[config.mk]
export PLATFORM = sky130hd
export DESIGN_NAME = eeprom_wr_top
export DESIGN_NICKNAME = d
export VERILOG_FILES = /design/src/eeprom_pkg.sv /design/src/eeprom_ctrl.sv /design/src/eeprom_wr_top.sv /design/src/i2c_bit_engine.sv
export SDC_FILE = /design/constraint.sdc
export NUM_CORES = 1
export LEC_CHECK = 0
export BUFFER_PORTS_ARGS = -buffer_cell sky130_fd_sc_hd__buf_2
export CAP_MARGIN = 20
export CORE_MARGIN = 5
export CORE_UTILIZATION = 58
export DETAILED_ROUTE_END_ITERATION = 7
export PLACE_DENSITY_LB_ADDON = 0.08
export RECOVER_POWER = 100
export SLEW_MARGIN = 20
export SYNTH_ARGS = -nofsm -noshare
export SYNTH_HDL_FRONTEND = slang
export SYNTH_SLANG_ARGS = --single-unit
export TNS_END_PERCENT = 10
[constraint.sdc]
create_clock -name CLK -period 3.28 [get_ports CLK]
set_input_delay 0.82 -clock CLK [delete_from_list [all_inputs] [get_ports CLK]]
set_output_delay 0.82 -clock CLK [all_outputs]
set_load 0.02 [all_outputs]
[src/eeprom_pkg.sv]
package eeprom_pkg;

    // bus timing, one scl bit is four quarters
    localparam int QUARTER_CYCLES = 2;

    // 24c16 device select code
    localparam logic [3:0] DEV_CODE = 4'b1010;

    localparam int ADDR_W = 11;

    // host request, held for the whole transaction
    typedef struct packed {
        logic              is_read;
        logic [ADDR_W-1:0] addr;
        logic [7:0]        wdata;
    } eeprom_req_t;

    // byte-level bus operations
    typedef enum logic [2:0] {
        OP_START,
        OP_STOP,
        OP_WRITE,
        OP_READ
    } bus_op_t;

    typedef struct packed {
        bus_op_t    op;
        logic [7:0] tx_byte;
        logic       master_nack; // release sda on the ack bit of a read
    } bus_cmd_t;

    typedef struct packed {
        logic [7:0] rx_byte;
        logic       slave_nack;  // ack bit sampled high after a write
        logic       done;        // one cycle per command
    } bus_rsp_t;

endpackage

[src/eeprom_ctrl.sv]
`timescale 1ns/1ps

module eeprom_ctrl (
    input  logic                          CLK,
    input  logic                          RESET,
    input  logic                          wr,
    input  logic                          rd,
    input  logic [eeprom_pkg::ADDR_W-1:0] addr,
    input  logic [7:0]                    wdata,
    output logic                          cmd_valid,
    output eeprom_pkg::bus_cmd_t          cmd,
    input  eeprom_pkg::bus_rsp_t          rsp,
    output logic                          busy,
    output logic                          ack,
    output logic                          nack_err,
    output logic [7:0]                    rdata
);
    import eeprom_pkg::*;

    typedef enum logic [9:0] {
        S_IDLE        = 10'b00_0000_0001,
        S_WRITE_START = 10'b00_0000_0010,
        S_CTRL_WRITE  = 10'b00_0000_0100,
        S_ADDR_WRITE  = 10'b00_0000_1000,
        S_DATA_WRITE  = 10'b00_0001_0000,
        S_READ_START  = 10'b00_0010_0000,
        S_CTRL_READ   = 10'b00_0100_0000,
        S_DATA_READ   = 10'b00_1000_0000,
        S_STOP        = 10'b01_0000_0000,
        S_DONE        = 10'b10_0000_0000
    } state_t;

    state_t      state;
    eeprom_req_t req;
    logic        accept;

    // device code, block select, r/w bit
    function automatic logic [7:0] ctrl_byte(input logic [ADDR_W-1:0] a, input logic rw);
        return {DEV_CODE, a[ADDR_W-1:8], rw};
    endfunction

    assign busy   = !((state == S_IDLE) || (state == S_DONE));
    assign ack    = (state == S_DONE);
    assign accept = !busy && (wr || rd);

    always_ff @(posedge CLK)
    begin
        if (RESET)
        begin
            state     <= S_IDLE;
            cmd_valid <= 1'b0;
            cmd       <= '0;
            nack_err  <= 1'b0;
        end
        else
        begin
            cmd_valid <= 1'b0;
            case (state)
                S_IDLE, S_DONE:
                begin
                    state <= S_IDLE;
                    if (accept)
                    begin
                        nack_err  <= 1'b0;
                        cmd_valid <= 1'b1;
                        cmd       <= '{op: OP_START, tx_byte: 8'h00, master_nack: 1'b0};
                        state     <= S_WRITE_START;
                    end
                end
                S_WRITE_START:
                    if (rsp.done)
                    begin
                        cmd_valid <= 1'b1;
                        cmd       <= '{op: OP_WRITE, tx_byte: ctrl_byte(req.addr, 1'b0),
                                       master_nack: 1'b0};
                        state     <= S_CTRL_WRITE;
                    end
                S_CTRL_WRITE, S_ADDR_WRITE, S_DATA_WRITE, S_CTRL_READ:
                    if (rsp.done)
                    begin
                        cmd_valid <= 1'b1;
                        if (rsp.slave_nack || (state == S_DATA_WRITE))
                        begin
                            nack_err <= rsp.slave_nack;
                            cmd      <= '{op: OP_STOP, tx_byte: 8'h00, master_nack: 1'b0};
                            state    <= S_STOP;
                        end
                        else if (state == S_CTRL_WRITE)
                        begin
                            cmd   <= '{op: OP_WRITE, tx_byte: req.addr[7:0], master_nack: 1'b0};
                            state <= S_ADDR_WRITE;
                        end
                        else if (state == S_CTRL_READ)
                        begin
                            // single byte, answered with nack
                            cmd   <= '{op: OP_READ, tx_byte: 8'hff, master_nack: 1'b1};
                            state <= S_DATA_READ;
                        end
                        else if (req.is_read)
                        begin
                            cmd   <= '{op: OP_START, tx_byte: 8'h00, master_nack: 1'b0};
                            state <= S_READ_START;
                        end
                        else
                        begin
                            cmd   <= '{op: OP_WRITE, tx_byte: req.wdata, master_nack: 1'b0};
                            state <= S_DATA_WRITE;
                        end
                    end
                S_READ_START:
                    if (rsp.done)
                    begin
                        cmd_valid <= 1'b1;
                        cmd       <= '{op: OP_WRITE, tx_byte: ctrl_byte(req.addr, 1'b1),
                                       master_nack: 1'b0};
                        state     <= S_CTRL_READ;
                    end
                S_DATA_READ:
                    if (rsp.done)
                    begin
                        cmd_valid <= 1'b1;
                        cmd       <= '{op: OP_STOP, tx_byte: 8'h00, master_nack: 1'b0};
                        state     <= S_STOP;
                    end
                S_STOP:
                    if (rsp.done)
                        state <= S_DONE;
                default:
                    state <= S_IDLE;
            endcase
        end
    end

    // request and read data
    always_ff @(posedge CLK)
    begin
        if (accept)
        begin
            req.is_read <= !wr;  // wr wins
            req.addr    <= addr;
            req.wdata   <= wdata;
        end
        if ((state == S_DATA_READ) && rsp.done)
            rdata <= rsp.rx_byte;
    end

    a_ack_pulse: assert property (@(posedge CLK) disable iff (RESET)
        ack |=> !ack);

    // every ack closes a busy transaction
    a_ack_busy: assert property (@(posedge CLK) disable iff (RESET)
        ack |-> (!busy && $past(busy)));

endmodule

[src/eeprom_wr_top.sv]
`timescale 1ns/1ps

module eeprom_wr_top (
    input  logic                          CLK,
    input  logic                          RESET,
    input  logic                          wr,
    input  logic                          rd,
    input  logic [eeprom_pkg::ADDR_W-1:0] addr,
    input  logic [7:0]                    wdata,
    output logic [7:0]                    rdata,
    output logic                          busy,
    output logic                          ack,
    output logic                          nack_err,
    output logic                          scl,
    output logic                          sda_oe,
    input  logic                          sda_in
);
    import eeprom_pkg::*;

    logic     cmd_valid;
    bus_cmd_t cmd;
    bus_rsp_t rsp;

    eeprom_ctrl u_ctrl (
        .CLK       (CLK),
        .RESET     (RESET),
        .wr        (wr),
        .rd        (rd),
        .addr      (addr),
        .wdata     (wdata),
        .cmd_valid (cmd_valid),
        .cmd       (cmd),
        .rsp       (rsp),
        .busy      (busy),
        .ack       (ack),
        .nack_err  (nack_err),
        .rdata     (rdata)
    );

    // open drain sda, resolved outside
    i2c_bit_engine u_engine (
        .CLK       (CLK),
        .RESET     (RESET),
        .cmd_valid (cmd_valid),
        .cmd       (cmd),
        .rsp       (rsp),
        .scl       (scl),
        .sda_oe    (sda_oe),
        .sda_in    (sda_in)
    );

endmodule

[src/i2c_bit_engine.sv]
`timescale 1ns/1ps

module i2c_bit_engine (
    input  logic                  CLK,
    input  logic                  RESET,
    input  logic                  cmd_valid,
    input  eeprom_pkg::bus_cmd_t  cmd,
    output eeprom_pkg::bus_rsp_t  rsp,
    output logic                  scl,
    output logic                  sda_oe,
    input  logic                  sda_in
);
    import eeprom_pkg::*;

    localparam int QW = (QUARTER_CYCLES > 1) ? $clog2(QUARTER_CYCLES) : 1;

    logic          active;
    bus_op_t       op_q;
    logic [QW-1:0] qcnt;
    logic [1:0]    phase;
    logic [3:0]    bit_cnt;     // 0..7 data, 8 ack
    logic [7:0]    shreg;
    logic          master_nack_q;
    logic          slave_nack_q;
    logic          done_q;

    logic          start_cmd;
    logic          tick;
    logic          last_bit;
    logic          finish;
    logic          enter;       // a new phase begins next cycle
    logic          sample;
    bus_op_t       e_op;
    logic [1:0]    e_phase;
    logic [3:0]    e_bit;
    logic          e_mnack;
    logic          tx_bit;

    always_comb
    begin
        start_cmd = cmd_valid && !active;
        tick      = active && (qcnt == QW'(QUARTER_CYCLES - 1));
        last_bit  = (op_q == OP_START) || (op_q == OP_STOP) || (bit_cnt == 4'd8);
        finish    = tick && (phase == 2'd3) && last_bit;
        enter     = start_cmd || (tick && !finish);
        e_op      = start_cmd ? cmd.op : op_q;
        e_phase   = start_cmd ? 2'd0 : phase + 2'd1;
        e_bit     = start_cmd ? 4'd0 : ((phase == 2'd3) ? bit_cnt + 4'd1 : bit_cnt);
        e_mnack   = start_cmd ? cmd.master_nack : master_nack_q;
        tx_bit    = start_cmd ? cmd.tx_byte[7] : shreg[7];
        // middle of scl high
        sample    = enter && !start_cmd && (e_phase == 2'd2)
                    && ((op_q == OP_WRITE) || (op_q == OP_READ));
    end

    always_ff @(posedge CLK)
    begin
        if (RESET)
        begin
            active       <= 1'b0;
            op_q         <= OP_START;
            qcnt         <= '0;
            phase        <= 2'd0;
            bit_cnt      <= 4'd0;
            scl          <= 1'b1;
            sda_oe       <= 1'b0;
            slave_nack_q <= 1'b0;
            done_q       <= 1'b0;
        end
        else
        begin
            done_q <= finish;
            if (start_cmd)
            begin
                active       <= 1'b1;
                op_q         <= cmd.op;
                slave_nack_q <= 1'b0;
            end
            else if (finish)
                active <= 1'b0;

            if (enter)
            begin
                qcnt    <= '0;
                phase   <= e_phase;
                bit_cnt <= e_bit;
            end
            else if (active)
                qcnt <= qcnt + QW'(1);

            if (enter)
            begin
                case (e_op)
                    OP_START:
                    begin
                        // release first so a repeated start sees sda high
                        case (e_phase)
                            2'd0: sda_oe <= 1'b0;
                            2'd1: scl    <= 1'b1;
                            2'd2: sda_oe <= 1'b1;  // start edge
                            default: scl <= 1'b0;
                        endcase
                    end
                    OP_STOP:
                    begin
                        case (e_phase)
                            2'd0: sda_oe <= 1'b1;
                            2'd1: scl    <= 1'b1;
                            2'd2: sda_oe <= 1'b0;  // stop edge
                            default: scl <= 1'b1;
                        endcase
                    end
                    default:
                    begin
                        case (e_phase)
                            2'd0:
                            begin
                                if (e_bit == 4'd8)
                                    sda_oe <= (e_op == OP_READ) ? !e_mnack : 1'b0;
                                else
                                    sda_oe <= (e_op == OP_WRITE) ? !tx_bit : 1'b0;
                            end
                            2'd1: scl <= 1'b1;
                            2'd2:
                            begin
                                if (e_bit == 4'd8)
                                    slave_nack_q <= (e_op == OP_WRITE) && sda_in;
                            end
                            default: scl <= 1'b0;
                        endcase
                    end
                endcase
            end
        end
    end

    // shift register, msb first out and in
    always_ff @(posedge CLK)
    begin
        if (start_cmd)
        begin
            shreg         <= cmd.tx_byte;
            master_nack_q <= cmd.master_nack;
        end
        else if (sample && (e_bit != 4'd8))
            shreg <= {shreg[6:0], sda_in};
    end

    always_comb
    begin
        rsp.rx_byte    = shreg;
        rsp.slave_nack = slave_nack_q;
        rsp.done       = done_q;
    end

    // data may only move under a low clock outside start and stop
    a_sda_stable: assert property (@(posedge CLK) disable iff (RESET)
        ($changed(sda_oe) && !(op_q inside {OP_START, OP_STOP}))
            |-> (!scl && !$past(scl)));

    a_no_cmd_busy: assert property (@(posedge CLK) disable iff (RESET)
        cmd_valid |-> !active);

endmodule

==> results.yml <==
status:
  outcome: "completed"
layout:
  final_common_cell: "nand2_1"
  diodes: 0
  multiInputGateArea_sq_um: 1428
  n_fill_cell: 492
  final_cell_mix: "nand2_1, dfxtp_1, edfxtp_1, nor2_1, buf_2"
  fin_cells: 455
  final_nets: 402
  regArea_sq_um: 1862
  drive_gt1_share_pct: 11.58
  area_growth_pct: 9.768
sta:
  setup_tns_ns: 0
  finalClockSkew_ns: 0.006616
  relSlewSlack_pct: 25.07
  period_share_pct: 93.04
  setup_viol: 0
  rsz0062_at_grt: "no"
  max_slew.worst_pin.slew_ns: 1.124
  max_freq_mhz: 327.7
  finalCriticalPeriod_ns: 3.052
  finalHoldWorstSlack_ns: 0.4551
  slew_viol_final: 0
  hold_viol: 0
clock_tree:
  clk_latency_ns: 0.35
  htreeDepth: 3
  postCtsHoldBufs: 0
  cts_tree: "built"
  path_clk_slew_ns: 0.08
  cts_buffers: 9
  ctsResizeCount: 0
  post-cts-setup-buffers: 0
  cts.path.max_buffers: 2
  cts.sinks: 75
  ctsRootBufferMaster: "clkbuf_8"
floorplan:
  core_sq_um: 5851
  die_x_um: 87.22
  core.rowCount: 28
  io_pins: 37
  die_area_sq_um: 7606
  start_util_pct: 59.11
  die_h_um: 87.22
global_route:
  antenna_found_initial: 0
  grt_pass1_vias: 2550
  grt_overflow: 0
  globalRouteTotalUtil_pct: 20.53
  grt_pass1_wl_um: 12030
  grt_max_degree: 27
placed_design:
  dp_hpwl_um: 5086
  gp_congestion: 0.8734
  io_buffers: 36
  place_inst: 439
yosys:
  syn_area_per_cell_sq_um: 10.20
  post_synth_num_cell_types: 51
  synth_top_family_by_area: "simple AND/OR/NAND/NOR gates"
  synth_compound_area_share_pct: 14.40
  ys_seq_area_share_pct: 53.84
  synthAdderAreaFrac_pct: 1.085
  yosys_warnings: 0
  yosys_most_used_dff: "dfxtp_1"
  netlist_area_sq_um: 3458
  yosys.area_share.xor_xnor_pct: 2.786
  ys_seq_elements: 75
  muxShareOfSynthArea_pct: 1.809
  synthArstFlopShare_pct: 0
  syn_nets: 366
  synth_edf_count: 36
  synthCells: 339
  synth-simple-area-share_pct: 22.36
pwr:
  total_power_mw: 2.040
  leakage_nw: 1.483
  powerDensity_nw_per_um2: 537.4
  irDropWorstVdd_mv: 0.5258
worst_setup_path:
  startpoint_type: "flop"
  critPathKind: "reg2out"
  critical_path.max_fanout: 10
  cp.arrival_ns: 2.23
  endpoint_kind: "output port"
  crit_required_ns: 2.46
detailed_routing:
  first_pass_iters: 5
  wire_per_inst_um: 15.58
  drc_errors: 0
  postRouteAntennaNets: 0
  drtIter0Drc: 161
  routed_via_density: 5.785
  wl_um: 7087
  vias: 2632
worst_hold_path:
  hp-class: "reg2reg"
run:
  cap_viol_max_count: 0
## synth_stat cells, types with 2 or more instances
| library cell | number | area [sq um] |
|---|---|---|
| mux2_2 | 2 | 22.52 |
| or4_4 | 2 | 22.52 |
| nor4b_1 | 2 | 17.52 |
| and3_1 | 4 | 25.02 |
| nor3_1 | 15 | 75.07 |
| a31oi_1 | 2 | 12.51 |
| nand2_1 | 47 | 176.4 |
| buf_6 | 6 | 67.56 |
| xnor2_1 | 5 | 43.79 |
| and2_1 | 4 | 25.02 |
| a21o_1 | 12 | 90.09 |
| o21ai_0 | 14 | 70.07 |
| o2bb2ai_1 | 3 | 26.28 |
| a22o_1 | 4 | 35.03 |
| nand4b_1 | 2 | 17.52 |
| ha_1 | 3 | 37.54 |
| inv_1 | 6 | 22.52 |
| mux2i_1 | 4 | 40.04 |
| nor4_1 | 5 | 31.28 |
| nand3_1 | 13 | 65.06 |
| a211oi_1 | 2 | 15.01 |
| edfxtp_1 | 36 | 1081 |
| xor2_1 | 6 | 52.55 |
| nor2_1 | 30 | 112.6 |
| dfxtp_1 | 39 | 780.8 |
| nand4_1 | 3 | 18.77 |
| nand3b_1 | 3 | 22.52 |
| o221ai_1 | 5 | 43.79 |
| or3_1 | 3 | 18.77 |
| clkbuf_1 | 9 | 33.78 |
| nor2b_1 | 9 | 56.30 |
| a21oi_1 | 18 | 90.09 |
| nand2b_1 | 3 | 18.77 |
## critical path, cell delays in order (launching register included)
cell	delay [ns]
dfxtp_1	0.41
or4_1	0.60
nand2b_1	0.21
or3_1	0.46
clkbuf_1	0.21
## where the power goes
| group | leakage (nW) | internal [mW] | switching, mW | total (mW) |
|---|---|---|---|---|
| registers | 0.656 | 1.06 | 0.0327 | 1.09 |
| clock network | 0.0950 | 0.361 | 0.362 | 0.723 |
| logic | 0.733 | 0.0759 | 0.146 | 0.222 |
## cells by family after synthesis
| group | after synthesis |
|---|---|
| buf+inv | 22 |
| simple gates | 152 |
| fa+ha+maj | 3 |
| mux | 6 |
| xor+xnor | 11 |
| compound gates | 70 |
| flops | 75 |
## final cells by class
class                      instances  area share [%]
inverter                           6          0.5933
tap                               75           2.472
timing repair buffer              41           4.977
sequential                        75           49.04
clock buffer                      10           3.362
clock inverter                     6           1.945
multi-input combinational        242           37.61
## metal layers
metal,GRT usage [%],up-vias,wire length [um]
met4,5.160,0,55
li1,-,1306,-
met1,28.06,1240,3271
met2,32.44,82,3359
met3,5.771,4,400
met5,0,-,0
## per-stage QoR
stage / cell area [sq um] / util (%) / setup WS, ns
after floorplan: 3458 / - / 0.3654
after global placement: 3664 / 62.62 / 0.6457
after detailed placement: 3664 / 62.62 / 0.6723
after CTS: 3865 / 66.06 / 0.2901
after global routing: 3796 / 64.88 / 0.1489
final: 3796 / 64.88 / 0.2284
## flip-flops by register name, summed over array words and instances, names as in the netlist, 2 cells and up
signal / cells
u_ctrl.rdata: 8
u_engine.phase: 2
u_engine.op_q: 3
u_ctrl.state: 10
u_engine.bit_cnt: 4
u_ctrl.cmd: 11
u_engine.shreg: 8
u_ctrl.req: 20
## path summary, 6_finish.rpt
path,start,end,slack [ns],cells after the start
min,u_engine.shreg[6]$_DFFE_PP_,u_ctrl.rdata[6]$_DFFE_PP_,0.46,0
max reg2reg,u_ctrl.state[4]$_SDFFE_PP0P_,u_ctrl.cmd[9]$_SDFFE_PP0P_,0.41,6
max,u_ctrl.state[4]$_SDFFE_PP0P_,busy,0.23,4
min reg2reg,u_engine.shreg[6]$_DFFE_PP_,u_ctrl.rdata[6]$_DFFE_PP_,0.46,0
Power figures use the tool's default switching activity.
